[src/logic/rv_pkg.sv]
`default_nettype none

package rv_pkg;

  localparam int XLEN = 32;

  // major opcodes
  localparam logic [6:0] OPC_OP     = 7'b0110011;
  localparam logic [6:0] OPC_OP_IMM = 7'b0010011;
  localparam logic [6:0] OPC_LUI    = 7'b0110111;

  typedef enum logic [3:0] {
    ALU_ADD,
    ALU_SUB,
    ALU_SLL,
    ALU_SLT,
    ALU_SLTU,
    ALU_XOR,
    ALU_SRL,
    ALU_SRA,
    ALU_OR,
    ALU_AND,
    // lui passes the immediate through
    ALU_PASS_B
  } alu_op_e;

  // register-register layout
  typedef struct packed {
    logic [6:0] funct7;
    logic [4:0] rs2;
    logic [4:0] rs1;
    logic [2:0] funct3;
    logic [4:0] rd;
    logic [6:0] opcode;
  } inst_r_t;

  // register-immediate layout
  typedef struct packed {
    logic [11:0] imm12;
    logic [4:0]  rs1;
    logic [2:0]  funct3;
    logic [4:0]  rd;
    logic [6:0]  opcode;
  } inst_i_t;

  typedef union packed {
    inst_r_t r;
    inst_i_t i;
  } inst_u;

  typedef struct packed {
    alu_op_e         alu_op;
    logic            use_imm;
    logic [XLEN-1:0] imm;
    logic [4:0]      rs1;
    logic [4:0]      rs2;
    logic [4:0]      rd;
    logic            wen;
    logic            illegal;
    // always zero
    logic            pad;
  } dec_t;

  typedef struct packed {
    logic [4:0]      rd;
    logic [XLEN-1:0] value;
    logic            wen;
    logic            illegal;
  } res_t;

endpackage

`default_nettype wire

[src/logic/stage_if.sv]
`default_nettype none

// one valid/ready hop between two pipeline stages
interface stage_if #(
  parameter type payload_t = logic
);

  logic     valid;
  logic     ready;
  payload_t payload;

  // high on the edge where the item moves
  logic     xfer;

  assign xfer = valid && ready;

  modport producer (
    output valid,
    output payload,
    input  ready
  );

  modport consumer (
    input  valid,
    input  payload,
    input  xfer,
    output ready
  );

endinterface

`default_nettype wire

[src/logic/inst_decode.sv]
`default_nettype none

module inst_decode (
  input  logic          clk,
  input  logic          i_reset,
  input  logic          i_valid,
  input  rv_pkg::inst_u i_inst,
  output logic          o_ready,
  stage_if.producer     dec_bus
);

  rv_pkg::dec_t dec_d;
  logic         is_op;
  logic         funct7_ok;
  logic         check_funct7;

  assign is_op = (i_inst.r.opcode == rv_pkg::OPC_OP);

  // only 0000000 and 0100000 exist, the latter for sub and sra/srai
  assign funct7_ok = (i_inst.r.funct7 == 7'h00) ||
                     ((i_inst.r.funct7 == 7'h20) &&
                      ((is_op && i_inst.r.funct3 == 3'd0) || i_inst.r.funct3 == 3'd5));

  // OP-IMM shifts carry funct7 in imm[11:5], other OP-IMM ops do not
  assign check_funct7 = is_op || (i_inst.r.funct3 == 3'd1) || (i_inst.r.funct3 == 3'd5);

  always_comb begin
    dec_d         = '0;
    dec_d.rs1     = i_inst.r.rs1;
    dec_d.rs2     = i_inst.r.rs2;
    dec_d.rd      = i_inst.r.rd;
    dec_d.alu_op  = rv_pkg::ALU_ADD;
    dec_d.wen     = 1'b1;

    case (i_inst.r.opcode)
      rv_pkg::OPC_OP, rv_pkg::OPC_OP_IMM: begin
        dec_d.use_imm = !is_op;
        dec_d.imm     = {{(rv_pkg::XLEN-12){i_inst.i.imm12[11]}}, i_inst.i.imm12};
        case (i_inst.r.funct3)
          3'd0: dec_d.alu_op = (is_op && i_inst.r.funct7[5]) ? rv_pkg::ALU_SUB
                                                             : rv_pkg::ALU_ADD;
          3'd1: dec_d.alu_op = rv_pkg::ALU_SLL;
          3'd2: dec_d.alu_op = rv_pkg::ALU_SLT;
          3'd3: dec_d.alu_op = rv_pkg::ALU_SLTU;
          3'd4: dec_d.alu_op = rv_pkg::ALU_XOR;
          3'd5: dec_d.alu_op = i_inst.r.funct7[5] ? rv_pkg::ALU_SRA : rv_pkg::ALU_SRL;
          3'd6: dec_d.alu_op = rv_pkg::ALU_OR;
          default: dec_d.alu_op = rv_pkg::ALU_AND;
        endcase
        dec_d.illegal = check_funct7 && !funct7_ok;
      end
      rv_pkg::OPC_LUI: begin
        dec_d.use_imm = 1'b1;
        dec_d.alu_op  = rv_pkg::ALU_PASS_B;
        // upper 20 bits span funct7..funct3 of the r view
        dec_d.imm     = {i_inst.r.funct7, i_inst.r.rs2, i_inst.r.rs1, i_inst.r.funct3,
                         12'h000};
      end
      default: begin
        dec_d.illegal = 1'b1;
      end
    endcase

    // illegal items retire with value 0 and no write
    if (dec_d.illegal) begin
      dec_d.alu_op  = rv_pkg::ALU_PASS_B;
      dec_d.use_imm = 1'b1;
      dec_d.imm     = '0;
      dec_d.wen     = 1'b0;
    end
  end

  // take a new word when the output slot is free or draining
  assign o_ready = !dec_bus.valid || dec_bus.ready;

  always_ff @(posedge clk) begin
    if (i_reset) begin
      dec_bus.valid <= 1'b0;
    end else if (o_ready) begin
      dec_bus.valid <= i_valid;
    end
  end

  always_ff @(posedge clk) begin
    if (o_ready && i_valid) begin
      dec_bus.payload <= dec_d;
    end
  end

endmodule

`default_nettype wire

[src/logic/reg_file.sv]
`default_nettype none

module reg_file #(
  parameter logic [31:0] RESET_VALUE = 32'h0000_0000
) (
  input  logic                    clk,
  input  logic                    i_reset,
  input  logic [4:0]              i_raddr_a,
  input  logic [4:0]              i_raddr_b,
  output logic [rv_pkg::XLEN-1:0] o_rdata_a,
  output logic [rv_pkg::XLEN-1:0] o_rdata_b,
  input  logic                    i_wen,
  input  logic [4:0]              i_waddr,
  input  logic [rv_pkg::XLEN-1:0] i_wdata
);

  // x1..x31, x0 has no storage
  logic [rv_pkg::XLEN-1:0] regs [1:31];

  always_ff @(posedge clk) begin
    if (i_reset) begin
      for (int i = 1; i < 32; i++) begin
        regs[i] <= RESET_VALUE;
      end
    end else if (i_wen && (i_waddr != 5'd0)) begin
      regs[i_waddr] <= i_wdata;
    end
  end

  // asynchronous read, x0 reads as zero
  assign o_rdata_a = (i_raddr_a == 5'd0) ? '0 : regs[i_raddr_a];
  assign o_rdata_b = (i_raddr_b == 5'd0) ? '0 : regs[i_raddr_b];

endmodule

`default_nettype wire

[src/logic/alu_execute.sv]
`default_nettype none

module alu_execute (
  input  logic                    clk,
  input  logic                    i_reset,
  stage_if.consumer               dec_bus,
  stage_if.producer               exe_bus,
  output logic [4:0]              o_raddr_a,
  output logic [4:0]              o_raddr_b,
  input  logic [rv_pkg::XLEN-1:0] i_rdata_a,
  input  logic [rv_pkg::XLEN-1:0] i_rdata_b
);

  rv_pkg::dec_t            dec;
  rv_pkg::res_t            res_d;
  logic                    fwd_a;
  logic                    fwd_b;
  logic                    fwd_ok;
  logic [rv_pkg::XLEN-1:0] op_a;
  logic [rv_pkg::XLEN-1:0] rs2_val;
  logic [rv_pkg::XLEN-1:0] op_b;
  logic [4:0]              shamt;
  logic [rv_pkg::XLEN-1:0] alu_out;

  assign dec = dec_bus.payload;

  assign o_raddr_a = dec.rs1;
  assign o_raddr_b = dec.rs2;

  // the item in our output register is the only one not yet in the register file
  assign fwd_ok = exe_bus.valid && exe_bus.payload.wen && (exe_bus.payload.rd != 5'd0);
  assign fwd_a  = fwd_ok && (exe_bus.payload.rd == dec.rs1);
  assign fwd_b  = fwd_ok && (exe_bus.payload.rd == dec.rs2);

  assign op_a    = fwd_a ? exe_bus.payload.value : i_rdata_a;
  assign rs2_val = fwd_b ? exe_bus.payload.value : i_rdata_b;
  assign op_b    = dec.use_imm ? dec.imm : rs2_val;

  assign shamt = op_b[4:0];

  always_comb begin
    case (dec.alu_op)
      rv_pkg::ALU_ADD:    alu_out = op_a + op_b;
      rv_pkg::ALU_SUB:    alu_out = op_a - op_b;
      rv_pkg::ALU_SLL:    alu_out = op_a << shamt;
      rv_pkg::ALU_SLT:    alu_out = {{(rv_pkg::XLEN-1){1'b0}}, $signed(op_a) < $signed(op_b)};
      rv_pkg::ALU_SLTU:   alu_out = {{(rv_pkg::XLEN-1){1'b0}}, op_a < op_b};
      rv_pkg::ALU_XOR:    alu_out = op_a ^ op_b;
      rv_pkg::ALU_SRL:    alu_out = op_a >> shamt;
      rv_pkg::ALU_SRA:    alu_out = $unsigned($signed(op_a) >>> shamt);
      rv_pkg::ALU_OR:     alu_out = op_a | op_b;
      rv_pkg::ALU_AND:    alu_out = op_a & op_b;
      rv_pkg::ALU_PASS_B: alu_out = op_b;
      default:            alu_out = '0;
    endcase
  end

  always_comb begin
    res_d.rd      = dec.rd;
    res_d.value   = alu_out;
    res_d.wen     = dec.wen;
    res_d.illegal = dec.illegal;
  end

  assign dec_bus.ready = !exe_bus.valid || exe_bus.ready;

  always_ff @(posedge clk) begin
    if (i_reset) begin
      exe_bus.valid <= 1'b0;
    end else if (dec_bus.ready) begin
      exe_bus.valid <= dec_bus.valid;
    end
  end

  always_ff @(posedge clk) begin
    if (dec_bus.xfer) begin
      exe_bus.payload <= res_d;
    end
  end

endmodule

`default_nettype wire

[src/logic/writeback_stage.sv]
`default_nettype none

module writeback_stage (
  input  logic                    clk,
  input  logic                    i_reset,
  stage_if.consumer               exe_bus,
  output logic                    o_wen,
  output logic [4:0]              o_waddr,
  output logic [rv_pkg::XLEN-1:0] o_wdata,
  output logic                    o_valid,
  output logic [4:0]              o_rd,
  output logic [rv_pkg::XLEN-1:0] o_value,
  output logic                    o_illegal,
  input  logic                    i_ready
);

  rv_pkg::res_t wb_q;

  assign exe_bus.ready = !o_valid || i_ready;

  // register file is written on the same edge the item is captured here
  assign o_wen   = exe_bus.xfer && exe_bus.payload.wen && (exe_bus.payload.rd != 5'd0);
  assign o_waddr = exe_bus.payload.rd;
  assign o_wdata = exe_bus.payload.value;

  always_ff @(posedge clk) begin
    if (i_reset) begin
      o_valid <= 1'b0;
    end else if (exe_bus.ready) begin
      o_valid <= exe_bus.valid;
    end
  end

  always_ff @(posedge clk) begin
    if (exe_bus.xfer) begin
      wb_q <= exe_bus.payload;
    end
  end

  assign o_rd      = wb_q.rd;
  assign o_value   = wb_q.value;
  assign o_illegal = wb_q.illegal;

endmodule

`default_nettype wire

[src/logic/int_core.sv]
`default_nettype none

module int_core #(
  parameter logic [31:0] RESET_VALUE = 32'h0000_1000
) (
  input  logic                    clk,
  input  logic                    i_reset,
  input  logic                    i_inst_valid,
  input  logic [31:0]             i_inst,
  output logic                    o_inst_ready,
  output logic                    o_wb_valid,
  output logic [4:0]              o_wb_rd,
  output logic [rv_pkg::XLEN-1:0] o_wb_value,
  output logic                    o_wb_illegal,
  input  logic                    i_wb_ready
);

  logic [4:0]              raddr_a;
  logic [4:0]              raddr_b;
  logic [rv_pkg::XLEN-1:0] rdata_a;
  logic [rv_pkg::XLEN-1:0] rdata_b;
  logic                    rf_wen;
  logic [4:0]              rf_waddr;
  logic [rv_pkg::XLEN-1:0] rf_wdata;

  stage_if #(.payload_t(rv_pkg::dec_t)) dec_bus ();
  stage_if #(.payload_t(rv_pkg::res_t)) exe_bus ();

  inst_decode u_decode (
    .clk     (clk),
    .i_reset (i_reset),
    .i_valid (i_inst_valid),
    .i_inst  (i_inst),
    .o_ready (o_inst_ready),
    .dec_bus (dec_bus.producer)
  );

  reg_file #(
    .RESET_VALUE (RESET_VALUE)
  ) u_reg_file (
    .clk       (clk),
    .i_reset   (i_reset),
    .i_raddr_a (raddr_a),
    .i_raddr_b (raddr_b),
    .o_rdata_a (rdata_a),
    .o_rdata_b (rdata_b),
    .i_wen     (rf_wen),
    .i_waddr   (rf_waddr),
    .i_wdata   (rf_wdata)
  );

  alu_execute u_execute (
    .clk       (clk),
    .i_reset   (i_reset),
    .dec_bus   (dec_bus.consumer),
    .exe_bus   (exe_bus.producer),
    .o_raddr_a (raddr_a),
    .o_raddr_b (raddr_b),
    .i_rdata_a (rdata_a),
    .i_rdata_b (rdata_b)
  );

  writeback_stage u_writeback (
    .clk       (clk),
    .i_reset   (i_reset),
    .exe_bus   (exe_bus.consumer),
    .o_wen     (rf_wen),
    .o_waddr   (rf_waddr),
    .o_wdata   (rf_wdata),
    .o_valid   (o_wb_valid),
    .o_rd      (o_wb_rd),
    .o_value   (o_wb_value),
    .o_illegal (o_wb_illegal),
    .i_ready   (i_wb_ready)
  );

endmodule

`default_nettype wire

[config.mk]
export PLATFORM = sky130hd
export DESIGN_NAME = int_core
export DESIGN_NICKNAME = d
export VERILOG_FILES = /design/src/logic/rv_pkg.sv /design/src/logic/stage_if.sv /design/src/logic/inst_decode.sv /design/src/logic/reg_file.sv /design/src/logic/alu_execute.sv /design/src/logic/writeback_stage.sv /design/src/logic/int_core.sv
export SDC_FILE = /design/constraint.sdc
export NUM_CORES = 2
export LEC_CHECK = 0
export BUFFER_PORTS_ARGS = -buffer_cell sky130_fd_sc_hd__buf_4
export CORE_MARGIN = 2
export CORE_UTILIZATION = 40
export DETAILED_ROUTE_END_ITERATION = 16
export GPL_ROUTABILITY_DRIVEN = 0
export HOLD_SLACK_MARGIN = 0.1
export SLEW_MARGIN = 20
export SYNTH_ARGS = -nofsm -noshare
export SYNTH_HDL_FRONTEND = slang
export SYNTH_HIERARCHICAL = 1
export SYNTH_SLANG_ARGS = --single-unit
[constraint.sdc]
create_clock -name clk -period 6.2 [get_ports clk]
set_input_delay 1.24 -clock clk [delete_from_list [all_inputs] [get_ports clk]]
set_output_delay 1.24 -clock clk [all_outputs]
set_load 0.02 [all_outputs]
== Word-level counts from Yosys, hierarchy flattened ==
Memory sizes are Yosys's and may differ from the RTL's. A register that Yosys moved wholly into a read port is not among the register bits.
Cells that the tools add are included.

* Memories kept: 1
* Output and inout port bits: 40
* Bits in read-only memories: 0
* Bits in writable memories: 992
* Bits of input ports: 36
* Bits in latches: 0
* Logic and storage cells: 107
* Flip-flop bits (word level): 134

{| class="wikitable"
|+ Memories
! memory !! depth !! bits a word !! read ports !! clocked after Yosys merged registers in !! wr ports !! line !! text
|-
| u_reg_file.regs || 31 || 32 || 2 || 2 || 31 || reg_file.sv:18 || <nowiki>logic [rv_pkg::XLEN-1:0] regs [1:31];</nowiki>
|}

* Reduce and logical (&&, ||, !) cells: 34
* Multiply operators: 0
* Shift operators: 3
* Bitwise gates (word level): 3
* Div/mod/pow operators: 0
* Equal/unequal tests: 22
* Magnitude comparators: 2
* Add/sub/neg operators: 2
* Muxes and demuxes: 22

{| class="wikitable"
|+ Operators by type and width
! kind !! number
|-
| $pmux W32 S11 || 1
|-
| $mux W32 || 6
|-
| $pmux W37 S2 || 1
|-
| $lt A32 B32 Y1 || 2
|-
| $add A32 B32 Y32 || 1
|-
| $and A32 B32 Y32 || 1
|-
| $or A32 B32 Y32 || 1
|-
| $reduce_or A32 Y1 || 1
|-
| $shl A32 B5 Y32 || 1
|-
| $shr A32 B5 Y32 || 1
|-
| $sshr A32 B5 Y32 || 1
|-
| $sub A32 B32 Y32 || 1
|-
| $xor A32 B32 Y32 || 1
|-
| $pmux W4 S7 || 1
|-
| $eq A7 B6 Y1 const B || 3
|-
| $eq A4 B3 Y1 const B || 4
|-
| $mux W5 || 3
|-
| $logic_and A1 B1 Y1 || 14
|-
| $eq A4 B4 Y1 const B || 3
|-
| $eq A5 B5 Y1 || 2
|-
| $logic_not A5 Y1 || 2
|-
| $eq A3 B3 Y1 const B || 3
|-
| $mux W1 || 9
|-
| $eq A4 B2 Y1 const B || 2
|-
| other kinds (12) || 23
|}

== Depth between registers and ports, before layout ==
* Depth in word-level cells: 11
* Depth in mapped cells: 29
* Gate-level depth less buffers: 20

== Cells and area by module ==
The synthesis kept the hierarchy.

{| class="wikitable"
|+ By module, submodules not included
! module !! cells an instance !! area an instance (um^2) !! sequential area each (um^2) !! times used
|-
| reg_file || 3770 || 54643.7 || 30749.5 || 1
|-
| alu_execute || 1656 || 11906.4 || 1191.1 || 1
|-
| inst_decode || 163 || 2290.9 || 1641.6 || 1
|-
| writeback_stage || 81 || 1470.2 || 1161.1 || 1
|-
| int_core || 2 || 12.5 || 0.0 || 1
|}

== Worst setup path before layout ==
OpenSTA, ideal clock, no wires.

* Path type: reg-to-reg
* Start point: register, netlist name u_decode/dec_bus.payload[10]
* End point: register, netlist name u_execute/exe_bus.payload[29]
* Data required time: 5941 ps
* Path slack: 54 ps
* Data arrival time: 5887 ps
* Path buffers: 9
* Clock period less this slack: 6146 ps
* Cell stages (with the launch flop): 27
* Setup time: 259 ps
* Cells stage by stage: edfxtp_1 -> buf_4 -> buf_2 -> buf_2 -> clkbuf_1 -> mux4_2 -> a22o_1 -> a2111oi_0 -> nor3_1 -> nor2b_1 -> a211oi_2 -> buf_4 -> buf_6 -> buf_2 -> buf_2 -> buf_2 -> ha_1 -> a41o_1 -> o21a_1 -> or2_0 -> a211o_1 -> o41ai_2 -> a31oi_1 -> o21ai_0 -> nand2b_1 -> a221o_1 -> a211o_1

* Cells in the longest elaborated chain, start to end: 6
* Elaborated cells on any way between the ends: 15
* Those cells by class: add/sub (2); eq/ne (1); shift (3); mux (4); bitwise (3); reduce/logical (2)

{| class="wikitable"
|+ RTL lines
! what !! line !! text
|-
| $logic_not A5 Y1 (*) || reg_file.sv:32 || <nowiki>assign o_rdata_b = (i_raddr_b == 5'd0) ? '0 : regs[i_raddr_b];</nowiki>
|-
| $mux W32 (*) || reg_file.sv:32 ||
|-
| via rdata_b, one bit || int_core.sv:21 || <nowiki>logic [rv_pkg::XLEN-1:0] rdata_b;</nowiki>
|-
| $mux W32 (*) || alu_execute.sv:36 || <nowiki>assign rs2_val = fwd_b ? exe_bus.payload.value : i_rdata_b;</nowiki>
|-
| $mux W32 (*) || alu_execute.sv:37 || <nowiki>assign op_b = dec.use_imm ? dec.imm : rs2_val;</nowiki>
|-
| $sub A32 B32 Y32 (tied with other cells) || alu_execute.sv:44 || <nowiki>rv_pkg::ALU_SUB: alu_out = op_a - op_b;</nowiki>
|-
| $pmux W32 S11 (*) || alu_execute.sv:42 || <nowiki>case (dec.alu_op)</nowiki>
|-
| via u_execute.alu_out, one bit || alu_execute.sv:23 || <nowiki>logic [rv_pkg::XLEN-1:0] alu_out;</nowiki>
|}

The timed path passes the listed nets; every way through them passes the cells marked *.
A chain may end at the register's enable or synchronous reset.

== Final worst setup path ==
* Start point: register, netlist name u_decode/dec_bus.payload[14]
* End point: register, netlist name u_execute/exe_bus.payload[28]

* Cells in the longest elaborated chain, start to end: 5
* Elaborated cells on any way between the ends: 14
* Those cells by class: add/sub (2); eq/ne (1); shift (3); mux (3); bitwise (3); reduce/logical (2)

{| class="wikitable"
|+ RTL lines
! what !! line !! text
|-
| $logic_not A5 Y1 (*) || reg_file.sv:31 || <nowiki>assign o_rdata_a = (i_raddr_a == 5'd0) ? '0 : regs[i_raddr_a];</nowiki>
|-
| $mux W32 (*) || reg_file.sv:31 ||
|-
| via rdata_a, one bit || int_core.sv:20 || <nowiki>logic [rv_pkg::XLEN-1:0] rdata_a;</nowiki>
|-
| $mux W32 (*) || alu_execute.sv:35 || <nowiki>assign op_a = fwd_a ? exe_bus.payload.value : i_rdata_a;</nowiki>
|-
| $sshr A32 B5 Y32 (tied with other cells) || alu_execute.sv:50 || <nowiki>rv_pkg::ALU_SRA: alu_out = $unsigned($signed(op_a) >>> shamt);</nowiki>
|-
| $pmux W32 S11 (*) || alu_execute.sv:42 ||
|-
| via u_execute.alu_out, one bit || alu_execute.sv:23 ||
|}

Marks and branches as above.

==> qor.yml <==
detailed_routing:
  vias: 53900
  drt_iter0_markers: 8303
  viasPerCell: 6.41
  routed_wirelength_mm: 283
  drc: 0
  dr.pass1.iters: 12
  ant_nets: 0
  wl_per_cell_um: 33.6
clock_tree:
  clk_pin_slew_ns: 0.06
  cts_tree: "yes"
  clock_sinks: 1158
  root_buffer: "clkbuf_16"
  clock_latency_ns: 0.80
  cts_buffers: 133
  hold_buffers: 0
  htreeDepth: 4
  cts_buffer_depth: 3
hold_path:
  min_from: "u_decode/dec_bus.payload[6]"
  min_to: "u_execute/exe_bus.payload[37]"
  whs_path_depth: 0
  hp-class: "flop to flop"
timing:
  rsz0062_at_grt: "yes"
  worstMarginPinSlew_ns: 1.23
  clock_skew_ns: 0.0310
  timing.fmax_mhz: 160
  fin_crit_sh: 1.01
  slew_violations: 0
  worst_slack_ns: -0.0346
  fin_crit_ns: 6.23
  relSlewSlack: 0.172
  setup_viol: 1
  hold_viol: 0
setup_path:
  path_max_fanout: 49
  crit_path_frequent_cell: "buf_4"
  required_ns: 6.71
  end_kind: "flop"
  worst-r2r-cell-count: 17
  r2r_end: "u_execute/exe_bus.payload[28]"
  arrival_ns: 6.75
  path_cells: "buf_12 > buf_12 > buf_4 > mux4_2 > nor2b_1 > a211oi_1 > nor4_1 > mux2i_2 > buf_4 > mux2i_1 > mux2i_1 > nor2_1 > o21ai_0 > a21oi_1 > nor4b_1 > buf_4 > o311ai_1"
  cp_slowest_cell: "a211oi_1"
  r2r_setup_slack_ns: -0.03
  r2r_start: "u_decode/dec_bus.payload[14]"
  start_kind: "flop"
  max_stage_delay_ns: 0.94
  critical_path_class: "flop to flop"
place:
  dp.cells: 8137
  dp_hpwl_mm: 190
  port_buffers: 75
  placed_area_mm2: 0.0765
status:
  violations: "negative setup slack"
  status: "complete, but fails checks"
synthesis:
  netlist_area_mm2: 0.0703
  syn_avg_cell_area_um2: 12.4
  post_synth_inst_count: 5670
  yosysWarningCount: 6
job:
  cap_viol_max_count: 0
layout:
  drive_above_1_share: 0.247
  fin_area_mm2: 0.0812
  finalNetCount: 6101
  final_cells: 8402
  area_delta_synth_final_pct: 15.5
global_route:
  grt_pass1_vias: 51600
  grt_max_degree: 70
  overflow: 0
  met3_usage: 0.0973
  track_usage: 0.306
  gr-max-usage-layer: "met2"
  grt_use_met2: 0.454
  grt_pass1_wl_mm: 392
  use_met1: 0.392
  antenna_found_initial: 31
die:
  rows: 153
  die_h_um: 423
  io_pins: 76
  initial_core_util: 0.404
  die_x_um: 423
  coreArea_mm2: 0.174
  die-area_mm2: 0.179
power:
  p_leak_uw: 0.0308
  ir_worst_vdd_mv: 0.300
  powerDensity_mw_per_mm2: 257
## power breakdown
group	switching, uW	internal [uW]	leakage (uW)
sequential	202	8890	0.0117
combinational	2420	1490	0.0170
clock	3370	4490	0.00206
## how the worst max path moves through the flow
stage,slack (ns),cells past startpoint,endpoint,startpoint
CTS,0.02,25,u_execute/exe_bus.payload[30],u_decode/dec_bus.payload[8]
floorplan,0.05,26,u_execute/exe_bus.payload[29],u_decode/dec_bus.payload[10]
global route,-0.08,26,u_execute/exe_bus.payload[26],u_decode/dec_bus.payload[10]
global placement,-0.45,22,u_execute/exe_bus.payload[26],u_decode/dec_bus.payload[8]
finish,-0.03,17,u_execute/exe_bus.payload[28],u_decode/dec_bus.payload[14]
detailed placement,-0.55,22,u_execute/exe_bus.payload[26],u_decode/dec_bus.payload[8]
## per-layer routing
| layer | wire length (um) | vias up |
|---|---|---|
| li1 | - | 22100 |
| met1 | 104000 | 27100 |
| met2 | 123000 | 3720 |
| met3 | 36100 | 893 |
| met4 | 19100 | 24 |
| met5 | 244 | - |
## what timing repair did
item / CTS / global route
endpoints found under the setup margin: 13 / 12
pin swaps: 0 / 4
buffers inserted: 1 / 13
resized for setup: 10 / 52
hold endpoints to repair: 0 / 0
cloned: 0 / 2
## area by class of cell
class	count	area (um^2)
sequential	1158	34700
tap	2325	2910
clock buffer	156	3520
clock inverter	78	703
antenna	14	35.0
inverter	101	379
fill	15700	93000
timing repair buffer	723	5960
multi-input combinational	3847	33000
## flip-flops by register name, summed over array words and instances, names as in the netlist
signal and flops:
u_execute/exe_bus.payload 39, u_writeback/o_valid 1, u_writeback/o_rd 5, u_writeback/o_illegal 1, u_decode/dec_bus.valid 1, u_decode/dec_bus.payload 54, u_reg_file/regs 1024, u_writeback/o_value 32
u_execute/exe_bus.valid 1
## placed cells by master, fill, tap and decap left out, drive strengths merged, types with 45 or more instances in the layout
cell type and instances:
a2111oi 61, a211oi 73, a21oi 212, a221oi 45, a22o 53, a22oi 111
and2 980, buf 721, clkbuf 158, clkinv 57, edfxtp 1155, ha 99
inv 106, mux2 52, mux2i 504, mux4 356, nand2 193, nor2 196
nor2b 71, nor3 64, nor4 61, o21ai 164, o22ai 63
## worst max-delay path: cells and delay by family (launching register included)
| kind | cells | cell delay, ns |
|---|---|---|
| buffers and inverters | 5 | 1.52 |
| DFF | 1 | 0.37 |
| and+or+nand+nor | 4 | 1.02 |
| AOI/OAI and AO/OA | 4 | 1.42 |
| muxes | 4 | 1.57 |
## metrics by stage
step / worst slack [ns] / total power (uW) / TNS, ns / util / hold WS, ns
2_1_floorplan: 0.0541 / 11200 / 0 / - / 0.400
3_3_place_gp: -0.454 / 12900 / -2.18 / 0.439 / 0.405
3_5_place_dp: -0.547 / 12900 / -2.96 / 0.439 / 0.406
4_1_cts: 0.0155 / 20700 / 0 / 0.464 / 0.421
5_1_grt: -0.0757 / 21300 / -0.138 / 0.466 / 0.426
6_report: -0.0346 / 20900 / -0.0346 / 0.466 / 0.420
Power figures use the tool's default switching activity.
